[config.mk]
export PLATFORM = sky130hd
export DESIGN_NAME = global_timer
export DESIGN_NICKNAME = d
export VERILOG_FILES = /design/src/design/global_timer.sv
export SDC_FILE = /design/constraint.sdc
export NUM_CORES = 1
export LEC_CHECK = 0
export ABC_AREA = 1
export BUFFER_PORTS_ARGS = -buffer_cell sky130_fd_sc_hd__buf_2
export CAP_MARGIN = 20
export CORE_MARGIN = 4
export CORE_UTILIZATION = 56
export DETAILED_ROUTE_END_ITERATION = 12
export PLACE_DENSITY = 0.89
export SETUP_SLACK_MARGIN = 0.4
export SLEW_MARGIN = 20
export SYNTH_ARGS = -nofsm -noshare
export SYNTH_HDL_FRONTEND = slang
export SYNTH_SLANG_ARGS = --single-unit
export TNS_END_PERCENT = 30
[constraint.sdc]
create_clock -name clk_125 -period 2.4 [get_ports clk_125]
set_clock_uncertainty 0.2 [all_clocks]
set_input_delay 0.12 -clock clk_125 [delete_from_list [all_inputs] [get_ports clk_125]]
set_output_delay 0.12 -clock clk_125 [all_outputs]
set_load 0.02 [all_outputs]
[src/design/global_timer.sv]
module global_timer (
  input  logic        clk_125,
  input  logic        sys_rst,
  input  logic        clr_i,
  output logic [63:0] count_o
);

  logic [63:0] count_q;

  // Free running, cleared by reset or host request
  always_ff @(posedge clk_125) begin
    if (sys_rst || clr_i) begin
      count_q <= 64'd0;
    end else begin
      count_q <= count_q + 64'd1;
    end
  end

  assign count_o = count_q;

endmodule

==> summary.txt <==
================================================================================
Run status ........................................................ finished, final reports clean
Portion of total power attributed to combinational logic ..........         2.6%
Worst-skew pair later-pin latency .................................      0.34 ns
Largest stage delay, worst path ...................................      0.40 ns
Cell at the root of the clock tree ................................     clkbuf_8
Core Box Area .....................................................     6459 um2
Post-route DRC violation count ....................................            0
R2R Path Start .................................................... count_o[0]$_SDFF_PP0_
Minimum setup slack after placement ...............................    0.4993 ns
Syn Inst Count ....................................................          641
Hold WC Path Type ................................................. input pin to flop
Number of maximum-capacitance violations ..........................            0
DR pass1 iterations ...............................................            5
Avg WL per Cell ...................................................     14.93 um
Routability Congestion ............................................       0.9781
Number of fill cells in the layout ................................          623
Final net count ...................................................          722
Total routing resource utilization after global routing ...........       29.81%
Die X-Extent ......................................................     90.06 um
Non-Filler Instances ..............................................          799
Worst-path clk slew ...............................................      0.07 ns
Setup Viol. Count Final ...........................................            0
Hold path startpoint ..............................................      sys_rst
Fraction of layout cells with a size suffix above 1 ...............       14.68%
Synth Warn # ......................................................            0
Share of Yosys cell area claimed by the top area cell type ........       33.97%
Cell family contributing the most delay on the critical path ...... simple AND/OR/NAND/NOR gates
Type of the worst setup path ...................................... flop to flop
Cell type contributing the most total cell area after synthesis ...      dfxtp_1
Synth Area per Inst ...............................................    5.883 um2
Routed via count ..................................................         4366
Internal power ....................................................     1.502 mW
Slew Viols, Final .................................................            0
Synth Cell Area ...................................................     3771 um2
Std-Cell Rows .....................................................           29
Cts bufs inserted .................................................            9
Via count of the first global-routing pass ........................         4123
Endpoint kind of the worst setup timing path ......................         flop
Most common cell on crit path .....................................       nor2_1
CP Data Required Time .............................................      2.44 ns
Net switching fraction of the power ...............................       23.61%
Routed wire length ................................................     11930 um
Area contributors post-synth ...................................... dfxtp_1 (34%), nand2_1 (19%), nor2_1 (17%)
Slowest cell on the critical path .................................      dfxtp_1
Total of buffers placed on input and output ports .................           66
Number of diodes added for antenna fixing .........................            0
Worst hold slack ..................................................   0.06498 ns
Final hold vios ...................................................            0
Worst setup path startpoint ....................................... count_o[0]$_SDFF_PP0_
Lkg Pwr ...........................................................     1.794 nW
Power per unit of standard cell area .............................. 446.6 nW/um2
Sequential fraction of the synthesis area .........................       33.97%
Die boundary height ...............................................     90.06 um
Tightest Pin Transition ...........................................    0.3588 ns
Max Buffers Root-to-Sink ..........................................            2
Critical path capture point ....................................... count_o[42]$_SDFF_PP0_
Unique masters post-synth .........................................           25
Number of primary I/O pins ........................................           67
Most frequent cell after synthesis ................................      nand2_1
Drt first-iter violations .........................................          318
Cells traversed along the worst timing path ....................... ha_1 -> nand2_2 -> nor2_4 -> nand3b_1 -> nor2_1 -> nand3_1 -> nand2_1 -> nor2_1
Clock sink count ..................................................           64
First-pass GRT wire length ........................................     19780 um
RR Endpoint ....................................................... count_o[42]$_SDFF_PP0_
Maximum vdd ir drop ...............................................    0.3735 mV
HPWL after detailed placement .....................................      9404 um
Worst reg2reg setup slack .........................................      0.47 ns
Dominant register cell in the synthesized netlist .................      dfxtp_1
Fraction of the cycle the final worst path needs ..................       80.60%
Largest register FFs ..............................................           64
Nets in the synthesized netlist ...................................          645
Final setup TNS ...................................................         0 ns
Maximum number of pins on one net before global-route repair ......           27
Number of flops mapped to enable cells by yosys ...................            0
Number of H-tree levels ...........................................            3
Worst-path fanout max .............................................            6
Initial standard-cell utilization of the core .....................       58.39%
Routed Antenna Nets ...............................................            0
Area used by sequential logic in the layout .......................     1281 um2
Share of synthesized flip-flops with an asynchronous set or reset .           0%
Average vias per placed instance ..................................        5.464
Share of power burned in the clock network ........................        43.3%
Worst slew slack as a fraction of its limit .......................       75.99%
Most frequent cells after synthesis ............................... nand2_1 (190), nor2_1 (169), inv_1 (74)
Category of the worst setup path launch point .....................         flop
TritonCTS clock tree ..............................................         done
Signal arrival time at the worst endpoint .........................      1.97 ns
Sequential cell fraction of total power ...........................        54.1%
Setup slack after layout ..........................................    0.4655 ns
Growth of design area from synthesis to finish ....................       16.76%
Number of antenna violations at the first check in global routing .            0
Count of buffer and inverter cells on the critical path ...........            0
Multi-input combinational cell area ...............................     2187 um2
Fmax ..............................................................    516.9 MHz
Count of state elements after synthesis ...........................           64
GRT overflow ......................................................            0
Shortest clock period the worst path allows after layout ..........     1.935 ns
Floorplan die area ................................................     8111 um2
RSZ-0062 raised after global routing ..............................         true
Power dissipated by switching net loads ...........................    0.4643 mW
Placed instance count .............................................          782
Instance count on the critical path ...............................            8
Worst-case reg-to-reg path depth ..................................            8
================================================================================
==> layer usage <==
layer / up-vias / track usage [%] / wire length [um]
met5: - / 0 / 0
met4: 0 / 11.48 / 358
met3: 35 / 4.174 / 970
met2: 199 / 49.53 / 5543
met1: 1989 / 39.12 / 5060
li1: 2143 / - / -
==> worst reg2reg max path, stage by stage (launching register included) <==
cell and delay (ns):
dfxtp_1 0.40, ha_1 0.22, nand2_2 0.09, nor2_4 0.17, nand3b_1 0.17, nor2_1 0.33, nand3_1 0.13, nand2_1 0.08
nor2_1 0.04
==> logic make-up after synthesis <==
kind of cell    after synthesis  synth area share (%)
simple gates                429                 46.95
flops                        64                 33.97
xor+xnor                      7                 1.626
fa+ha+maj                     1                0.3317
compound gates               58                 8.693
buf+inv                      82                 8.427
==> area by class of cell <==
cell class,instances,share of cell area (%)
multi-input combinational,495,49.67
sequential,64,29.10
timing repair buffer,72,8.639
inverter,76,6.479
clock buffer,12,3.524
tap,77,2.188
clock inverter,3,0.3978
==> power groups by stage <==
stage	Combinational, mW	Clock, mW	Sequential [mW]
floorplan	0.0311	0	1.09
global placement	0.0447	0	1.09
detailed placement	0.0466	0	1.09
CTS	0.0492	0.844	1.06
global route	0.0554	0.895	1.06
finish	0.0502	0.851	1.06
==> metrics by stage <==
stage / total power, mW / cell area (um2) / utilization, %
after CTS: 1.958 / 4390 / 67.98
after global placement: 1.134 / 4198 / 64.99
after floorplan: 1.122 / 3771 / -
final: 1.966 / 4403 / 68.17
after global routing: 2.015 / 4403 / 68.17
after detailed placement: 1.136 / 4198 / 64.99
==> worst min-delay path by stage <==
stage,to,slack (ns),cells after the start
6_report,count_o[33]$_SDFF_PP0_,0.06,5
2_1_floorplan,count_o[23]$_SDFF_PP0_,0.18,3
5_1_grt,count_o[61]$_SDFF_PP0_,0.09,5
3_3_place_gp,count_o[11]$_SDFF_PP0_,0.21,4
3_5_place_dp,count_o[11]$_SDFF_PP0_,0.23,4
4_1_cts,count_o[34]$_SDFF_PP0_,0.06,5
==> repair_timing <==
| action | CTS | global route |
|---|---|---|
| setup buffers | 0 | 0 |
| endpoints found under the setup margin | 0 | 18 |
| endpoints found under the hold margin | 3 | 0 |
| hold buffers | 2 | 0 |
| resized for setup | 0 | 4 |
==> placed cells by master (no fill, tap or decap), drive strengths merged, types with 5 or more instances in the layout <==
cell type  count
o21bai        10
nand4         13
clkbuf        12
o21ai         15
o21a           5
buf           70
dfxtp         64
nor2         178
nand3         32
inv           75
nand2        197
a21oi         28
xor2           6
No activity file was read; power rests on OpenSTA's default activity.
