--- config.mk ---
export PLATFORM = sky130hd
export DESIGN_NAME = host_bus_port
export DESIGN_NICKNAME = d
export VERILOG_FILES = /design/src/design/ethpipe_pkg.sv /design/src/design/host_bus_port.sv
export SDC_FILE = /design/constraint.sdc
export NUM_CORES = 1
export LEC_CHECK = 0
export BUFFER_PORTS_ARGS = -buffer_cell sky130_fd_sc_hd__buf_4
export CORE_MARGIN = 5
export CORE_UTILIZATION = 39
export DETAILED_ROUTE_END_ITERATION = 10
export GPL_TIMING_DRIVEN = 0
export PLACE_DENSITY = 0.85
export SETUP_SLACK_MARGIN = 0.3
export SYNTH_ARGS = -nofsm -noshare
export SYNTH_HDL_FRONTEND = slang
export SYNTH_SLANG_ARGS = --single-unit
--- constraint.sdc ---
create_clock -name clk_125 -period 7.2 [get_ports clk_125]
set_input_delay 1.44 -clock clk_125 [delete_from_list [all_inputs] [get_ports clk_125]]
set_output_delay 1.44 -clock clk_125 [all_outputs]
set_load 0.05 [all_outputs]
--- src/design/ethpipe_pkg.sv ---
package ethpipe_pkg;

  // ----------------------------------------------------------------------
  // Slot geometry
  // ----------------------------------------------------------------------
  localparam int SLOT_WORDS      = 1024;
  localparam int SLOT_AW         = 10;
  // Longer frames are cut here
  localparam int MAX_FRAME_BYTES = 2044;

  // ----------------------------------------------------------------------
  // Register map, word addresses
  // ----------------------------------------------------------------------
  localparam logic [14:0] REG_ADDR_STATUS       = 15'h00;
  localparam logic [14:0] REG_ADDR_TIME0        = 15'h02;
  localparam logic [14:0] REG_ADDR_TIME1        = 15'h03;
  localparam logic [14:0] REG_ADDR_TIME2        = 15'h04;
  localparam logic [14:0] REG_ADDR_TIME3        = 15'h05;
  localparam logic [14:0] REG_ADDR_DROPS        = 15'h06;
  localparam logic [14:0] REG_ADDR_DMA_STATUS   = 15'h08;
  localparam logic [14:0] REG_ADDR_DMA_CUR_LO   = 15'h0A;
  localparam logic [14:0] REG_ADDR_DMA_CUR_HI   = 15'h0B;
  localparam logic [14:0] REG_ADDR_DMA_START_LO = 15'h0C;
  localparam logic [14:0] REG_ADDR_DMA_START_HI = 15'h0D;
  localparam logic [14:0] REG_ADDR_DMA_END_LO   = 15'h0E;
  localparam logic [14:0] REG_ADDR_DMA_END_HI   = 15'h0F;

  localparam logic [31:0] DMA_START_RST = 32'hD000_0000;
  localparam logic [31:0] DMA_END_RST   = 32'hD001_0000;

  // Address bits of the host word address
  localparam int ADR_RAM_BIT  = 15;
  localparam int ADR_SLOT_BIT = 14;

  // Bit positions in the status register
  localparam int STAT_FULL0_BIT = 0;
  localparam int STAT_FULL1_BIT = 1;

  typedef struct packed {
    logic        we;
    logic [15:1] adr;
    logic [15:0] dat;
    logic [1:0]  sel;
  } host_req_t;

  typedef struct packed {
    logic               en;
    logic [SLOT_AW-1:0] addr;
    logic [15:0]        data;
    logic [1:0]         be;
  } ram_wr_t;

  typedef struct packed {
    logic full1;
    logic full0;
  } slot_status_t;

endpackage

--- src/design/host_bus_port.sv ---
module host_bus_port import ethpipe_pkg::*; (
  input  logic        clk_125,
  input  logic        sys_rst,
  input  logic        req_i,
  input  host_req_t   host_req_i,
  output logic        ack_o,
  output logic [15:0] rdata_o,
  output logic        reg_acc_o,
  output logic        ram_acc0_o,
  output logic        ram_acc1_o,
  input  logic [15:0] reg_q_i,
  input  logic [15:0] ram_q0_i,
  input  logic [15:0] ram_q1_i,
  output host_req_t   fwd_req_o
);

  typedef enum logic [1:0] {IDLE, ACCESS, WAIT_RELEASE} state_t;

  state_t    state_q;
  host_req_t cmd_q;
  logic      is_ram;
  logic      is_slot1;

  always_ff @(posedge clk_125) begin
    if (sys_rst) begin
      state_q <= IDLE;
    end else begin
      case (state_q)
        IDLE:    if (req_i) state_q <= ACCESS;
        ACCESS:  state_q <= WAIT_RELEASE;
        default: if (!req_i) state_q <= IDLE;
      endcase
    end
  end

  // Request held for the whole transfer
  always_ff @(posedge clk_125) begin
    if (state_q == IDLE && req_i) cmd_q <= host_req_i;
  end

  assign is_ram   = cmd_q.adr[ADR_RAM_BIT];
  assign is_slot1 = cmd_q.adr[ADR_SLOT_BIT];

  // One strobe per transfer
  assign reg_acc_o  = (state_q == ACCESS) & ~is_ram;
  assign ram_acc0_o = (state_q == ACCESS) & is_ram & ~is_slot1;
  assign ram_acc1_o = (state_q == ACCESS) & is_ram & is_slot1;
  assign fwd_req_o  = cmd_q;

  // Targets hold their read data until the next strobe
  assign rdata_o = is_ram ? (is_slot1 ? ram_q1_i : ram_q0_i) : reg_q_i;
  assign ack_o   = (state_q == WAIT_RELEASE);

  a_ack_release: assert property (@(posedge clk_125) disable iff (sys_rst)
    $fell(ack_o) |-> $past(!req_i));

endmodule

==> results.json <==
{
  "worst_setup_path_end_kind": "output pin",
  "wire_per_inst_um": 16.4,
  "grt_setup_unrepaired": "no",
  "power_frac_clock_pct": 28.8,
  "status": "completed",
  "rrSetupSlack_ns": 5.48,
  "track_usage_pct": 18.4,
  "fp-row-count": 22,
  "port_buffers": 138,
  "start_util_pct": 40.3,
  "r2r-start": "state_q[1]",
  "min_to": "state_q[1]",
  "cp_cell_sequence": "buf_4 -> mux2i_1 -> a21oi_1 -> buf_4",
  "die-area_um2": 5110,
  "critPathArrivalTime_ns": 2.02,
  "synth_fp_nets": 185,
  "regArea_um2": 1060,
  "synth_area_um2": 1480,
  "finalSetupViolations": 0,
  "slowest_stage": "buf_4",
  "layout_setup_ws_ns": 3.74,
  "hold_depth": 2,
  "cts_buffers": 5,
  "synth-seq-cells": 36,
  "post-place-ws_ns": 3.75,
  "slew_violations": 0,
  "r2r-end": "fwd_req_o[17]",
  "synth_warnings": 0,
  "p_switching_w": 0.000190,
  "grt_overflow": 0,
  "p_seq_share_pct": 41.1,
  "netlist_instances": 100,
  "min_from": "state_q[1]",
  "relSlewSlack_pct": 48.3,
  "antenna_left": 0,
  "area_growth_pct": 84.2,
  "max_freq_mhz": 289,
  "drt_pass1_iterations": 2,
  "cp-start-kind": "primary input",
  "die_y_um": 71.5,
  "grt_pass1_vias": 1472,
  "io_pins": 139,
  "worst_ep_required_time_ns": 5.76,
  "period_share_pct": 48.0,
  "path_buf_inv": 2,
  "drt_first_iter_violations": 30,
  "antenna_found_initial": 0,
  "crit_type": "primary input to output pin",
  "crit_family": "buffers and inverters",
  "die_w_um": 71.5,
  "post-dp-hpwl_um": 3900,
  "hold_path_class": "flop to flop",
  "num_vias": 1399,
  "synth_top_area_share_pct": 69.2,
  "clk_path_buf_depth": 2,
  "grt_pass1_wl_um": 7020,
  "power_density_nw_per_um2": 225,
  "diodes": 0,
  "ir_worst_vdd_v": 0.000246,
  "drv_cap": 0,
  "post_cts_buffers": 0,
  "synth.area.top_cells": "edfxtp_1 (69%), mux2i_1 (11%), a21oi_1 (5.8%)",
  "grt_max_degree": 15,
  "drive_above_1_share_pct": 62.9,
  "synth_top_area_cell": "edfxtp_1",
  "via_per_inst": 4.73,
  "cp_max_fo": 1,
  "p_int_w": 0.000421,
  "cp_common_cell": "buf_4",
  "p_leak_nw": 1.28,
  "comb_power_share_pct": 30.2,
  "synth_cell_type_count": 14,
  "drt-total-wl_um": 4860,
  "setup_tns_ns": 0,
  "rr_worst_depth": 3,
  "clkTransAtPathRegs_ns": 0.07,
  "clockRootBuffer": "clkbuf_8",
  "cpPeakStageDelay_ns": 0.20,
  "finClkSkew_ns": 0.00660,
  "coreArea_um2": 3660,
  "drc": 0,
  "multi_input_area_um2": 368,
  "syn_area_per_cell_um2": 14.8,
  "cts_tree": "yes",
  "final_nets": 332,
  "fillers": 279,
  "worst_pin_slew_ns": 0.771,
  "ctsHoldBuffers": 0,
  "ctsResizeCount": 0,
  "cts.sinks": 36,
  "gp_congestion": 0.832,
  "seq_area_frac_synth_pct": 71.9,
  "insertion_delay_ns": 0.28,
  "finalHoldViolations": 0,
  "htree_levels": 2,
  "period_needed_ns": 3.46,
  "switching_share_pct": 31.2,
  "finalPower_w": 0.000611
}
## power by group through the flow
stage / clock network (W) / registers (W) / logic (W)
2_1_floorplan: 0 / 0.000301 / 0.0000625
3_3_place_gp: 0 / 0.000256 / 0.000181
3_5_place_dp: 0 / 0.000256 / 0.000185
4_1_cts: 0.000180 / 0.000251 / 0.000186
5_1_grt: 0.000190 / 0.000252 / 0.000194
6_report: 0.000176 / 0.000251 / 0.000185
## layout make-up
class	count	share of cell area, %
plain buffers	6	1.89
clock buffers	5	2.53
clock inverters	3	1.70
multi-input cells	58	13.5
flip-flops and latches	36	39.0
well taps	48	2.21
repair buffers	140	39.1
## kinds of logic after synthesis
group           after synthesis  share of synthesized area, %
mux                          16                          10.9
flops                        36                          71.9
simple gates                 25                          7.97
buf+inv                       6                          3.48
compound gates               17                          5.77
## flip-flops by register name, summed over array words and instances, names as in the netlist
name and cells:
state_q 2, fwd_req_o 34
## synthesized netlist by cell type, drive strengths merged
cell,number
edfxtp,34
nand2,1
nor2b,2
dfxtp,2
nor4b,1
nand2b,1
nor3b,2
mux2i,16
nor2,17
and3,1
a21oi,17
buf,6
## layer usage
layer	GRT usage (%)	vias up	share of wire [%]
met5	0	-	0
met4	6.26	0	1.5
met3	12.2	8	16
met2	34.5	102	51
met1	14.9	627	32
li1	-	662	-
## per-stage QoR
step / cells / cell area (um^2) / hold WS, ns / util [%]
3_3_place_gp: 286 / 2570 / 0.475 / 70.2
4_1_cts: 296 / 2720 / 0.511 / 74.2
3_5_place_dp: 288 / 2600 / 0.500 / 71.1
6_report: 296 / 2720 / 0.513 / 74.2
5_1_grt: 296 / 2720 / 0.550 / 74.2
2_1_floorplan: 100 / 1480 / 0.460 / -
## placed cells by master (no fill, tap or decap)
cell type | synthesis | routed
and3_2 | 1 | 1
inv_6 | 0 | 1
nor2b_1 | 2 | 2
buf_12 | 1 | 1
buf_4 | 0 | 138
nor3b_2 | 0 | 1
mux2i_1 | 16 | 16
a21oi_1 | 17 | 17
buf_2 | 4 | 4
bufinv_16 | 0 | 1
nand2b_1 | 1 | 1
clkbuf_8 | 0 | 5
buf_8 | 0 | 1
nor2_1 | 17 | 17
edfxtp_1 | 34 | 34
buf_6 | 1 | 2
nor4b_1 | 1 | 1
nand2_1 | 1 | 1
nor3b_1 | 2 | 1
clkinvlp_4 | 0 | 1
dfxtp_1 | 2 | 2
## worst reg2reg max path: stages, from the launching register on
cell and delay, ns:
dfxtp_1 0.35, nor3b_2 0.67, buf_8 0.24, buf_6 0.18
## worst max-delay path by stage
stage	from	endpoint	slack, ns	cells past startpoint
2_1_floorplan	req_i	fwd_req_o[0]	2.77	1
3_3_place_gp	req_i	fwd_req_o[12]	1.87	2
3_5_place_dp	ram_q1_i[11]	rdata_o[11]	3.75	4
4_1_cts	ram_q1_i[11]	rdata_o[11]	3.75	4
5_1_grt	ram_q1_i[11]	rdata_o[11]	3.71	4
6_report	ram_q1_i[11]	rdata_o[11]	3.74	4
Power figures use the tool's default switching activity.
