### config.mk
export PLATFORM = sky130hd
export DESIGN_NAME = gmii_rx_fsm
export DESIGN_NICKNAME = d
export VERILOG_FILES = /design/src/design/ethpipe_pkg.sv /design/src/design/gmii_rx_fsm.sv
export SDC_FILE = /design/constraint.sdc
export NUM_CORES = 1
export LEC_CHECK = 0
export ABC_AREA = 1
export BUFFER_PORTS_ARGS = -buffer_cell sky130_fd_sc_hd__buf_2
export CAP_MARGIN = 10
export CORE_MARGIN = 2
export CORE_UTILIZATION = 25
export CTS_CLUSTER_DIAMETER = 120
export DETAILED_ROUTE_END_ITERATION = 6
export SYNTH_ARGS = -nofsm -noshare
export SYNTH_HDL_FRONTEND = slang
export SYNTH_SLANG_ARGS = --single-unit
### constraint.sdc
create_clock -name clk_125 -period 8.59 [get_ports clk_125]
set_clock_uncertainty 0.2 [all_clocks]
set_input_delay 0.4295 -clock clk_125 [delete_from_list [all_inputs] [get_ports clk_125]]
set_output_delay 0.4295 -clock clk_125 [all_outputs]
set_load 0.02 [all_outputs]
### src/design/ethpipe_pkg.sv
package ethpipe_pkg;

  // ----------------------------------------------------------------------
  // Slot geometry
  // ----------------------------------------------------------------------
  localparam int SLOT_WORDS      = 1024;
  localparam int SLOT_AW         = 10;
  // Longer frames are cut here
  localparam int MAX_FRAME_BYTES = 2044;

  // ----------------------------------------------------------------------
  // Register map, word addresses
  // ----------------------------------------------------------------------
  localparam logic [14:0] REG_ADDR_STATUS       = 15'h00;
  localparam logic [14:0] REG_ADDR_TIME0        = 15'h02;
  localparam logic [14:0] REG_ADDR_TIME1        = 15'h03;
  localparam logic [14:0] REG_ADDR_TIME2        = 15'h04;
  localparam logic [14:0] REG_ADDR_TIME3        = 15'h05;
  localparam logic [14:0] REG_ADDR_DROPS        = 15'h06;
  localparam logic [14:0] REG_ADDR_DMA_STATUS   = 15'h08;
  localparam logic [14:0] REG_ADDR_DMA_CUR_LO   = 15'h0A;
  localparam logic [14:0] REG_ADDR_DMA_CUR_HI   = 15'h0B;
  localparam logic [14:0] REG_ADDR_DMA_START_LO = 15'h0C;
  localparam logic [14:0] REG_ADDR_DMA_START_HI = 15'h0D;
  localparam logic [14:0] REG_ADDR_DMA_END_LO   = 15'h0E;
  localparam logic [14:0] REG_ADDR_DMA_END_HI   = 15'h0F;

  localparam logic [31:0] DMA_START_RST = 32'hD000_0000;
  localparam logic [31:0] DMA_END_RST   = 32'hD001_0000;

  // Address bits of the host word address
  localparam int ADR_RAM_BIT  = 15;
  localparam int ADR_SLOT_BIT = 14;

  // Bit positions in the status register
  localparam int STAT_FULL0_BIT = 0;
  localparam int STAT_FULL1_BIT = 1;

  typedef struct packed {
    logic        we;
    logic [15:1] adr;
    logic [15:0] dat;
    logic [1:0]  sel;
  } host_req_t;

  typedef struct packed {
    logic               en;
    logic [SLOT_AW-1:0] addr;
    logic [15:0]        data;
    logic [1:0]         be;
  } ram_wr_t;

  typedef struct packed {
    logic full1;
    logic full0;
  } slot_status_t;

endpackage

### src/design/gmii_rx_fsm.sv
module gmii_rx_fsm import ethpipe_pkg::*; (
  input  logic         clk_125,
  input  logic         sys_rst,
  input  logic         rx_dv_i,
  input  logic [7:0]   rx_data_i,
  input  slot_status_t status_i,
  output ram_wr_t      wr0_o,
  output ram_wr_t      wr1_o,
  output logic         frame_done_o,
  output logic         slot_o,
  output logic         drop_o
);

  typedef enum logic [1:0] {IDLE, DATA, LEN, DISCARD} state_t;

  state_t             state_q;
  logic               pref_q;
  logic               slot_q;
  logic [11:0]        cnt_q;
  logic [7:0]         lo_q;
  ram_wr_t            wr_q;
  logic               done_q;
  logic               drop_q;
  logic [1:0]         busy;
  logic [SLOT_AW-1:0] word_addr;

  // A slot completed last cycle is not yet in status
  always_comb begin
    busy = {status_i.full1, status_i.full0};
    if (done_q) busy[slot_q] = 1'b1;
  end

  // Frame bytes start at word 1
  assign word_addr = SLOT_AW'(cnt_q[11:1]) + SLOT_AW'(1);

  always_ff @(posedge clk_125) begin
    if (sys_rst) begin
      state_q <= IDLE;
      pref_q  <= 1'b0;
      slot_q  <= 1'b0;
      cnt_q   <= 12'd0;
      wr_q.en <= 1'b0;
      done_q  <= 1'b0;
      drop_q  <= 1'b0;
    end else begin
      wr_q.en <= 1'b0;
      done_q  <= 1'b0;
      drop_q  <= 1'b0;
      case (state_q)
        IDLE: begin
          if (rx_dv_i) begin
            cnt_q <= 12'd1;
            lo_q  <= rx_data_i;
            if (!busy[pref_q]) begin
              slot_q  <= pref_q;
              state_q <= DATA;
            end else if (!busy[~pref_q]) begin
              slot_q  <= ~pref_q;
              state_q <= DATA;
            end else begin
              drop_q  <= 1'b1;
              state_q <= DISCARD;
            end
          end
        end
        DATA: begin
          if (rx_dv_i) begin
            if (cnt_q < 12'(MAX_FRAME_BYTES)) begin
              cnt_q <= cnt_q + 12'd1;
              if (cnt_q[0]) begin
                wr_q.en   <= 1'b1;
                wr_q.addr <= word_addr;
                wr_q.data <= {rx_data_i, lo_q};
                wr_q.be   <= 2'b11;
              end else begin
                lo_q <= rx_data_i;
              end
            end
          end else begin
            // Length word, preferred slot flips for the next frame
            wr_q.en   <= 1'b1;
            wr_q.addr <= '0;
            wr_q.data <= {4'h0, cnt_q};
            wr_q.be   <= 2'b11;
            pref_q    <= ~pref_q;
            state_q   <= LEN;
          end
        end
        LEN: begin
          done_q  <= 1'b1;
          state_q <= IDLE;
          // Odd tail byte, low lane only
          if (cnt_q[0]) begin
            wr_q.en   <= 1'b1;
            wr_q.addr <= word_addr;
            wr_q.data <= {8'h00, lo_q};
            wr_q.be   <= 2'b01;
          end
        end
        default: begin
          if (!rx_dv_i) state_q <= IDLE;
        end
      endcase
    end
  end

  always_comb begin
    wr0_o    = wr_q;
    wr1_o    = wr_q;
    wr0_o.en = wr_q.en & ~slot_q;
    wr1_o.en = wr_q.en & slot_q;
  end

  assign frame_done_o = done_q;
  assign slot_o       = slot_q;
  assign drop_o       = drop_q;

  // Slot ownership is handed back only through the host status register
  a_no_write_full0: assert property (@(posedge clk_125) disable iff (sys_rst)
    wr0_o.en |-> !status_i.full0);
  a_no_write_full1: assert property (@(posedge clk_125) disable iff (sys_rst)
    wr1_o.en |-> !status_i.full1);

endmodule

==> out/qor.yml <==
drt_first_pass_iters: 4
crit_type: "reg2reg"
clk_pin_slew_ns: 0.08
post_drt_wl_per_cell_um: 13.0
grt_max_degree: 29
hold_ws_ns: 0.125
period_needed_ns: 2.64
fp.dieW_um: 114
drv_slew: 0
rsz0062_at_grt: "false"
hpwl_um: 5020
finalHoldViolCount: 0
crit_start: "state_q[1]"
initial_utilization: 0.253
status: "finished, final reports clean"
fin_tns_setup_ns: 0
pre_cts_slack_ns: 5.94
holdBufCountCts: 0
dieArea_sq_um: 12900
drt_iter0_drc: 155
end_kind: "flip-flop"
worstReg2RegStart: "state_q[1]"
synth_warnings: 0
clockBufferDepth: 2
synth_cells: 336
rr_worst_depth: 8
r2r_end: "lo_q[2]"
ys_types: 31
coreArea_sq_um: 11900
cp-endpoint: "lo_q[2]"
syn2layout_area_growth_pct: 8.43
p_per_area_nw_per_um2: 228
grt_pass1_wl_um: 10200
p_seq_frac: 0.451
final_core_util: 0.274
root_buffer: "clkbuf_16"
power_mw: 0.746
setup_viol: 0
cts.repair.resized: 0
die_y_um: 114
tightest_slew_ns: 0.645
synth_nets: 355
combPwrFrac: 0.269
reg2reg_setup_slack_ns: 5.95
max_clock_freq_mhz: 378
internal_power_mw: 0.480
wl_um: 6510
cts_tree: "done"
switching_power_mw: 0.266
grt_pass1_vias: 2055
globalRoute.totalOverflow: 0
maxSlewHeadroom: 0.568
slowest_delay_ns: 0.51
cts-buffers-inserted: 5
maxCapViolations: 0
synth_area_leader_cell: "edfxtp_1"
layout_setup_ws_ns: 5.95
path_cells: "inv_1 -> ha_1 -> nand2_1 -> inv_1 -> nand3_4 -> nand2_2 -> nand2_1 -> nor2_1"
synth.top_cell.area_share: 0.359
via_per_inst: 4.24
avgSynthCellArea_sq_um: 8.97
cts_setup_buffers: 0
fin_crit_sh: 0.308
cp_max_fo: 16
p_leak_nw: 1.30
startpoint_type: "flip-flop"
io-pin-count: 74
num_rows: 40
gp_congestion: 0.888
swShare: 0.356
port_buffers: 73
cp.arrival_ns: 2.38
numClockSinks: 55
synth_area_leaders: "edfxtp_1, buf_4, dfxtp_1"
clkPwrFrac: 0.280
worst_ir_drop_vdd_mv: 0.0874
cp_data_required_time_ns: 8.32
min_path_type: "in2reg"
syn-cell-area_sq_um: 3010
clkLatencyLatePin_ns: 0.30
synth_seq_area_share: 0.485
vias: 2126
drc_errors: 0
drive_above_1_share: 0.256
n_antenna_cell: 0
antenna_found_initial: 0
nNetsFinal: 373
synth-seq-cells: 55
grt_usage: 0.102
ant_nets: 0
cts.htree.levels: 2
crit_slowest_cell: "nor2_1"
## worst max-delay path: cells and delay by family (launching register included)
kind / cells / cell delay, ns
AND/OR/NAND/NOR: 5 / 1.16
flip-flops: 1 / 0.33
adder cells (fa/ha/maj): 1 / 0.33
buffers and inverters: 2 / 0.26
## cell type report
type                            instances  area, sq um
Tap cell                              147          184
Sequential cell                        55         1460
Inverter                               32          120
Clock buffer                            5          125
Fill cell                            1272         8640
Timing Repair Buffer                   74          373
Clock inverter                          3         27.5
Multi-Input combinational cell        186          976
## placed cells by master, fill, tap and decap left out, types with 2 or more instances in the layout
cell type	Yosys	final
nand3_1	37	37
inv_1	30	30
buf_2	2	73
o21ai_0	13	13
edfxtp_1	36	36
a21oi_1	18	18
dfxtp_1	19	19
xor2_1	10	10
nand2_1	49	49
clkbuf_16	0	5
nor2_1	33	33
nor3_1	4	4
ha_1	6	6
nand2_2	3	3
nor3b_1	2	2
## per-stage QoR
stage | cell area (sq um) | std cells
2_1_floorplan | 3010 | 336
3_3_place_gp | 3110 | 494
3_5_place_dp | 3110 | 494
4_1_cts | 3270 | 502
5_1_grt | 3270 | 502
6_report | 3270 | 502
## metal layers
| metal | GRT usage | routed length [um] | vias to the layer above |
|---|---|---|---|
| li1 | - | - | 1082 |
| met3 | 0.0218 | 313 | 7 |
| met1 | 0.119 | 2750 | 979 |
| met4 | 0.0382 | 122 | 0 |
| met2 | 0.182 | 3320 | 58 |
| met5 | 0 | 0 | - |
## synth_stat cells
library cell / count
buf_4: 57
nand2_1: 49
nand3_1: 37
edfxtp_1: 36
nor2_1: 33
inv_1: 30
dfxtp_1: 19
a21oi_1: 18
o21ai_0: 13
xor2_1: 10
ha_1: 6
nor3_1: 4
nand2_2: 3
buf_2: 2
buf_6: 2
nor3b_1: 2
a211oi_1: 1
a21o_1: 1
a31oi_1: 1
and3_1: 1
buf_1: 1
clkbuf_1: 1
clkinv_1: 1
inv_2: 1
nand2_4: 1
nand3_2: 1
nand3_4: 1
nand4_1: 1
nor2_4: 1
o21a_1: 1
o21bai_1: 1
## flip-flops by register name, indices dropped and copies added (netlist names)
| name | count |
|---|---|
| wr_q | 1 |
| state_q | 2 |
| lo_q | 8 |
| cnt_q | 12 |
| slot_o | 1 |
| pref_q | 1 |
| drop_o | 1 |
| frame_done_o | 1 |
| wr0_o | 28 |
## logic make-up (layout without fill, tap and decap cells)
kind of cell               after synthesis  after routing  synth area share
adders and majority gates                6              6            0.0249
buffers and inverters                   95            114             0.195
and+or+nand+nor                        134            134             0.202
xor gates and xnor gates                10             10            0.0291
AOI/OAI and AO/OA                       36             36            0.0635
DFF                                     55             55             0.485
## power groups by stage
| stage | combinational, mW | sequential (mW) | clock (mW) |
|---|---|---|---|
| floorplan | 0.181 | 0.338 | 0 |
| global placement | 0.200 | 0.342 | 0 |
| detailed placement | 0.202 | 0.343 | 0 |
| CTS | 0.202 | 0.337 | 0.214 |
| global route | 0.221 | 0.340 | 0.221 |
| finish | 0.201 | 0.336 | 0.209 |
## worst min-delay path by stage
stage,start,endpoint,cells past startpoint
after detailed placement,pref_q,pref_q,2
final,rx_data_i[7],lo_q[7],1
after CTS,rx_data_i[7],lo_q[7],1
after global routing,rx_data_i[7],lo_q[7],1
after global placement,pref_q,pref_q,2
after floorplan,pref_q,pref_q,2
Power figures use the tool's default switching activity.
